--- src/rtl/mips_pkg.sv ---
`default_nettype none

package mips_pkg;

	localparam int word_w     = 32;
	localparam int reg_addr_w = 5;

	// memory ops reuse the MIPS primary opcode
	typedef enum logic [7:0] {
		aluop_nop  = 8'h00,
		aluop_lb   = 8'h20,
		aluop_lh   = 8'h21,
		aluop_lwl  = 8'h22,
		aluop_lw   = 8'h23,
		aluop_lbu  = 8'h24,
		aluop_lhu  = 8'h25,
		aluop_lwr  = 8'h26,
		aluop_sb   = 8'h28,
		aluop_sh   = 8'h29,
		aluop_swl  = 8'h2a,
		aluop_sw   = 8'h2b,
		aluop_swr  = 8'h2e,
		aluop_mtc0 = 8'h60,
		aluop_eret = 8'h6b
	} aluop_e;

	typedef enum logic [4:0] {
		exc_int   = 5'd0,
		exc_mod   = 5'd1,
		exc_tlbl  = 5'd2,
		exc_tlbs  = 5'd3,
		exc_adel  = 5'd4,
		exc_ades  = 5'd5,
		exc_sys   = 5'd8,
		exc_ri    = 5'd10,
		exc_cpu   = 5'd11,
		exc_ov    = 5'd12,
		exc_eret  = 5'd14,	// internal, return from exception
		exc_watch = 5'd23
	} exc_code_e;

	localparam logic [4:0] cp0_status_addr = 5'd12;
	localparam logic [4:0] cp0_cause_addr  = 5'd13;
	localparam logic [4:0] cp0_epc_addr    = 5'd14;

endpackage

`default_nettype wire
--- src/rtl/mem_access.sv ---
`timescale 1ns/1ns
`default_nettype none

module mem_access (
	input  logic                              rst_n_i,
	input  mips_pkg::aluop_e                  aluop_i,
	input  logic [mips_pkg::reg_addr_w-1:0]   wd_i,
	input  logic                              wreg_i,
	input  logic [mips_pkg::word_w-1:0]       wdata_i,
	input  logic [mips_pkg::word_w-1:0]       hi_i,
	input  logic [mips_pkg::word_w-1:0]       lo_i,
	input  logic                              whilo_i,
	input  logic [mips_pkg::word_w-1:0]       mem_addr_i,
	input  logic [mips_pkg::word_w-1:0]       reg2_i,
	input  logic                              cp0_we_i,
	input  logic [4:0]                        cp0_waddr_i,
	input  logic [mips_pkg::word_w-1:0]       cp0_wdata_i,
	input  logic [31:0]                       excepttype_i,
	input  logic                              is_in_delayslot_i,
	input  logic [mips_pkg::word_w-1:0]       current_inst_address_i,
	input  logic [mips_pkg::word_w-1:0]       mem_data_i,
	input  logic [mips_pkg::word_w-1:0]       cp0_status_i,
	input  logic [mips_pkg::word_w-1:0]       cp0_cause_i,
	input  logic [mips_pkg::word_w-1:0]       cp0_epc_i,
	input  logic                              wb_cp0_we_i,
	input  logic [4:0]                        wb_cp0_waddr_i,
	input  logic [mips_pkg::word_w-1:0]       wb_cp0_wdata_i,
	output logic [mips_pkg::reg_addr_w-1:0]   wd_o,
	output logic                              wreg_o,
	output logic [mips_pkg::word_w-1:0]       wdata_o,
	output logic [mips_pkg::word_w-1:0]       hi_o,
	output logic [mips_pkg::word_w-1:0]       lo_o,
	output logic                              whilo_o,
	output logic                              cp0_we_o,
	output logic [4:0]                        cp0_waddr_o,
	output logic [mips_pkg::word_w-1:0]       cp0_wdata_o,
	output logic                              mem_ce_o,
	output logic                              mem_we_o,
	output logic [3:0]                        mem_sel_o,
	output logic [mips_pkg::word_w-1:0]       mem_addr_o,
	output logic [mips_pkg::word_w-1:0]       mem_data_o,
	output logic                              exc_valid_o,
	output mips_pkg::exc_code_e               exc_code_o,
	output logic [mips_pkg::word_w-1:0]       cp0_epc_o,
	output logic                              is_in_delayslot_o,
	output logic [mips_pkg::word_w-1:0]       current_inst_address_o
);
	import mips_pkg::*;

	logic [1:0]        ofs;
	logic [4:0]        sh_l;
	logic [4:0]        sh_r;
	logic [7:0]        ld_byte;
	logic [15:0]       ld_half;
	logic              mem_ce;
	logic              mem_we;
	logic              exc_hit;
	exc_code_e         exc_sel;
	logic [word_w-1:0] status_fwd;
	logic [word_w-1:0] cause_fwd;
	logic [word_w-1:0] epc_fwd;

	assign wd_o        = wd_i;
	assign wreg_o      = wreg_i;
	assign hi_o        = hi_i;
	assign lo_o        = lo_i;
	assign whilo_o     = whilo_i;
	assign cp0_we_o    = cp0_we_i;
	assign cp0_waddr_o = cp0_waddr_i;
	assign cp0_wdata_o = cp0_wdata_i;

	assign is_in_delayslot_o      = is_in_delayslot_i;
	assign current_inst_address_o = current_inst_address_i;
	assign cp0_epc_o              = epc_fwd;

	// big endian, byte 0 sits in bits 31..24
	assign ofs     = mem_addr_i[1:0];
	assign sh_l    = {ofs, 3'b000};
	assign sh_r    = {~ofs, 3'b000};	// 8*(3-ofs)
	assign ld_byte = mem_data_i[sh_r +: 8];
	assign ld_half = ofs[1] ? mem_data_i[15:0] : mem_data_i[31:16];

	always_comb begin
		wdata_o    = wdata_i;
		mem_addr_o = '0;
		mem_data_o = '0;
		mem_sel_o  = 4'b0000;
		mem_ce     = 1'b0;
		mem_we     = 1'b0;
		case (aluop_i)
			aluop_lb, aluop_lbu: begin
				mem_ce     = 1'b1;
				mem_addr_o = mem_addr_i;
				mem_sel_o  = 4'b1000 >> ofs;
				wdata_o    = {{24{ld_byte[7] & (aluop_i == aluop_lb)}}, ld_byte};
			end
			aluop_lh, aluop_lhu: begin
				mem_ce     = 1'b1;
				mem_addr_o = mem_addr_i;
				if (ofs[0]) begin
					wdata_o = '0;	// misaligned half
				end else begin
					mem_sel_o = ofs[1] ? 4'b0011 : 4'b1100;
					wdata_o   = {{16{ld_half[15] & (aluop_i == aluop_lh)}}, ld_half};
				end
			end
			aluop_lw: begin
				mem_ce     = 1'b1;
				mem_addr_o = mem_addr_i;
				mem_sel_o  = 4'b1111;
				wdata_o    = mem_data_i;
			end
			aluop_lwl: begin
				mem_ce     = 1'b1;
				mem_addr_o = {mem_addr_i[word_w-1:2], 2'b00};
				mem_sel_o  = 4'b1111;
				// upper bytes from memory, low ones kept from reg2
				wdata_o = (mem_data_i << sh_l) | (reg2_i & ~({word_w{1'b1}} << sh_l));
			end
			aluop_lwr: begin
				mem_ce     = 1'b1;
				mem_addr_o = {mem_addr_i[word_w-1:2], 2'b00};
				mem_sel_o  = 4'b1111;
				wdata_o    = (mem_data_i >> sh_r) | (reg2_i & ~({word_w{1'b1}} >> sh_r));
			end
			aluop_sb: begin
				mem_ce     = 1'b1;
				mem_we     = 1'b1;
				mem_addr_o = mem_addr_i;
				mem_sel_o  = 4'b1000 >> ofs;
				mem_data_o = {4{reg2_i[7:0]}};
			end
			aluop_sh: begin
				mem_ce     = 1'b1;
				mem_we     = 1'b1;
				mem_addr_o = mem_addr_i;
				mem_data_o = {2{reg2_i[15:0]}};
				if (!ofs[0]) begin
					mem_sel_o = ofs[1] ? 4'b0011 : 4'b1100;
				end
			end
			aluop_sw: begin
				mem_ce     = 1'b1;
				mem_we     = 1'b1;
				mem_addr_o = mem_addr_i;
				mem_sel_o  = 4'b1111;
				mem_data_o = reg2_i;
			end
			aluop_swl: begin
				mem_ce     = 1'b1;
				mem_we     = 1'b1;
				mem_addr_o = {mem_addr_i[word_w-1:2], 2'b00};
				mem_sel_o  = 4'b1111 >> ofs;
				mem_data_o = reg2_i >> sh_l;
			end
			aluop_swr: begin
				mem_ce     = 1'b1;
				mem_we     = 1'b1;
				mem_addr_o = {mem_addr_i[word_w-1:2], 2'b00};
				mem_sel_o  = 4'b1111 << ~ofs;
				mem_data_o = reg2_i << sh_r;
			end
			default: begin
			end
		endcase
	end

	// newest CP0 values, a write sitting in writeback wins
	always_comb begin
		status_fwd = cp0_status_i;
		cause_fwd  = cp0_cause_i;
		epc_fwd    = cp0_epc_i;
		if (wb_cp0_we_i) begin
			case (wb_cp0_waddr_i)
				cp0_status_addr: status_fwd = wb_cp0_wdata_i;
				cp0_epc_addr:    epc_fwd = wb_cp0_wdata_i;
				cp0_cause_addr: begin
					cause_fwd[9:8]   = wb_cp0_wdata_i[9:8];	// IP1..0
					cause_fwd[23:22] = wb_cp0_wdata_i[23:22];	// IV, WP
				end
				default: begin
				end
			endcase
		end
	end

	always_comb begin
		exc_hit = 1'b1;
		exc_sel = exc_int;
		if (current_inst_address_i == '0) begin
			exc_hit = 1'b0;	// bubble
		end else if ((|(cause_fwd[15:8] & status_fwd[15:8])) &&
				!status_fwd[1] && status_fwd[0]) begin
			exc_sel = exc_int;
		end else if (excepttype_i[1]) begin
			exc_sel = exc_mod;
		end else if (excepttype_i[2]) begin
			exc_sel = exc_tlbl;
		end else if (excepttype_i[3]) begin
			exc_sel = exc_tlbs;
		end else if (excepttype_i[4]) begin
			exc_sel = exc_adel;
		end else if (excepttype_i[5]) begin
			exc_sel = exc_ades;
		end else if (excepttype_i[8]) begin
			exc_sel = exc_sys;
		end else if (excepttype_i[10]) begin
			exc_sel = exc_ri;
		end else if (excepttype_i[11]) begin
			exc_sel = exc_cpu;
		end else if (excepttype_i[12]) begin
			exc_sel = exc_ov;
		end else if (excepttype_i[23]) begin
			exc_sel = exc_watch;
		end else if (excepttype_i[14]) begin
			exc_sel = exc_eret;
		end else begin
			exc_hit = 1'b0;
		end
	end

	assign exc_valid_o = rst_n_i & exc_hit;
	assign exc_code_o  = exc_sel;
	assign mem_ce_o    = rst_n_i & mem_ce;
	assign mem_we_o    = rst_n_i & mem_we & ~exc_hit;	// cancel store on exception

endmodule

`default_nettype wire

--- config.mk ---
export PLATFORM = sky130hd
export DESIGN_NAME = mem_access
export DESIGN_NICKNAME = d
export VERILOG_FILES = /design/src/rtl/mips_pkg.sv /design/src/rtl/mem_access.sv
export SDC_FILE = /design/constraint.sdc
export NUM_CORES = 1
export LEC_CHECK = 0
export BUFFER_PORTS_ARGS = -buffer_cell sky130_fd_sc_hd__buf_2
export CAP_MARGIN = 20
export CORE_AREA = 3 3 278 280
export DETAILED_ROUTE_END_ITERATION = 10
export DIE_AREA = 0 0 281 283
export PLACE_DENSITY = 0.3
export SLEW_MARGIN = 40
export SYNTH_ARGS = -nofsm -noshare
export SYNTH_HDL_FRONTEND = slang
export SYNTH_SLANG_ARGS = --single-unit
--- constraint.sdc ---
create_clock -name vclk -period 6.4
set_input_delay 0.96 -clock vclk [all_inputs]
set_output_delay 0.96 -clock vclk [all_outputs]
set_load 0.05 [all_outputs]
==> flow_summary.ini <==
[run_status]
status = finished clean

[critical_path]
critPathRequiredTime_ns = 5.44
critPathArrivalTime_ns = 3.95
cp_top_family = compound AO/OA/AOI/OAI gates
critPathLaunch = aluop_i[7]
criticalPathCategory = primary input to primary output
cp_cell_sequence = buf_2, or4b_1, buf_4, nor2_8, nand3_4, o21bai_2, a222oi_1, a21oi_1, buf_2
start_kind = primary input
crit_top_cell = buf_2
cp_slowest_cell = o21bai_2
critPathBufInv = 3
cp_max_fo = 17
end_kind = primary output
max_stage_delay_ns = 0.79

[power_and_ir_drop]
power_leakage_nw = 3.42
ir_drop_mv = 0.0219
power.total_mw = 0.517
powerDensity_nw_per_um2 = 67.4

[grt]
overflow = 0
grt-busiest-layer = met2
grt_max_degree = 61
antenna_found_initial = 31
grt_pass1_vias = 7385
grtUsageTotal = 0.105
met2_usage = 0.151
grt_pass1_wl_um = 59800
met3_usage = 0.0539
gr-usage-met1 = 0.141

[sta]
slew_headroom = 0.439
hold_viol = 0
finalCriticalPeriod_ns = 4.91
max_clock_freq_ghz = 0.204
hold_slack_ns = 1.92
rsz0062_at_grt = false
tightest_slew_ns = 0.841
setup_violations = 0
final.period_utilization = 0.767
fin_tns_setup_ns = 0
drv_slew = 0
fin_ws_ns = 1.49

[synth]
netlist_area_um2 = 5320
syn_inst = 788
yosys.area.top_type = buf_4
yosys-top-cells-area = buf_4 20%, mux2_2 10%, mux2i_1 8.7%
ys_warn_count = 0
synth_nets = 1233
synth_most_common_cell = buf_4
synth_top_area_share = 0.202
synth.avg_cell_area_um2 = 6.75
synthTopCellsByCount = 143 x buf_4, 85 x nor2_1, 76 x nand2_1
ys_seq_area_frac = 0
synth_cell_type_count = 59

[layout]
area_delta_synth_final_pct = 44.2
multi_input_area_um2 = 4010
finalNetCount = 1509
n_sequential_cell = 0
final_area_um2 = 7670
utilization = 0.103
fin_cells = 2041
drive_gt1_frac = 0.510
fillers = 8786
regArea_um2 = 0
nClkBuffers = 0

[drt]
routed_wl_um = 44500
first_pass_iters = 5
dr.first_iter.drc_count = 541
avgRoutedWirePerCell_um = 21.8
vias_per_cell = 3.64
via_count = 7423
antenna_left = 0
drc = 0

[min_path]
min_to = cp0_waddr_o[1]
holdCritPathClass = primary input to primary output
hold_path_depth = 0
worstHoldStart = cp0_waddr_i[1]

[run]
cap_violations = 0

[floorplanning]
row_count = 100
io_pins = 727
start_util = 0.0712
core_um2 = 74700
die-area_um2 = 79500
die_w_um = 281
fp.dieH_um = 283

[clocking]
cts_resized = 0
post_cts_buffers = 0
cts_hold_buf = 0

[placed_design]
dp_hpwl_um = 38500
port_buffers = 440
place_area_um2 = 7640
place.gp.congestion = 0.845
placed_cells = 2030
pre_cts_slack_ns = 1.47
## worst max path at each step
| stage | end | slack [ns] | cells after the start |
|---|---|---|---|
| after global routing | mem_we_o | 1.33 | 9 |
| after global placement | wdata_o[30] | 1.45 | 9 |
| after floorplan | exc_code_o[4] | 1.37 | 7 |
| final | wdata_o[30] | 1.49 | 9 |
| after CTS | wdata_o[30] | 1.47 | 9 |
| after detailed placement | wdata_o[27] | 1.47 | 9 |
## cell usage in the layout (no fill, tap or decap), drive strengths merged, types with 3 or more instances in the layout
cell type and instances:
nand2b 12, o21ai 45, nand4 4, and2 31, o211ai 23, mux2 48, a22oi 16, inv 10
a221o 7, a211oi 16, nor3 14, nand2 78, buf 463, nor2b 4, diode 10, nand3 14
nor3b 3, a221oi 24, a222oi 12, a31oi 15, nor2 88, mux2i 46, a22o 7, a21oi 44
nor4 14, o21bai 3
## power by group
group           total [mW]  internal (mW)  switching, mW
registers                0              0              0
logic                0.517          0.157          0.360
clock network  0.000000140    0.000000139              0
## metal layers
layer  share of wire  wire, um
met1            0.44     19700
met2            0.41     18100
met3            0.13      5840
met4           0.015       652
met5          0.0047       209
## layout make-up
cell class,instances,share of cell area
repair buffers,464,0.311
inverters,10,0.00489
well taps,969,0.158
multi-input cells,588,0.523
diodes,10,0.00326
## logic make-up (layout without fill, tap and decap cells)
group / count (synthesis) / count (layout) / synth area share
simple gates: 271 / 271 / 0.264
compound gates: 222 / 222 / 0.295
buf+inv: 200 / 474 / 0.249
mux: 95 / 95 / 0.192
other cells: 0 / 10 / 0
Power figures use the tool's default switching activity.
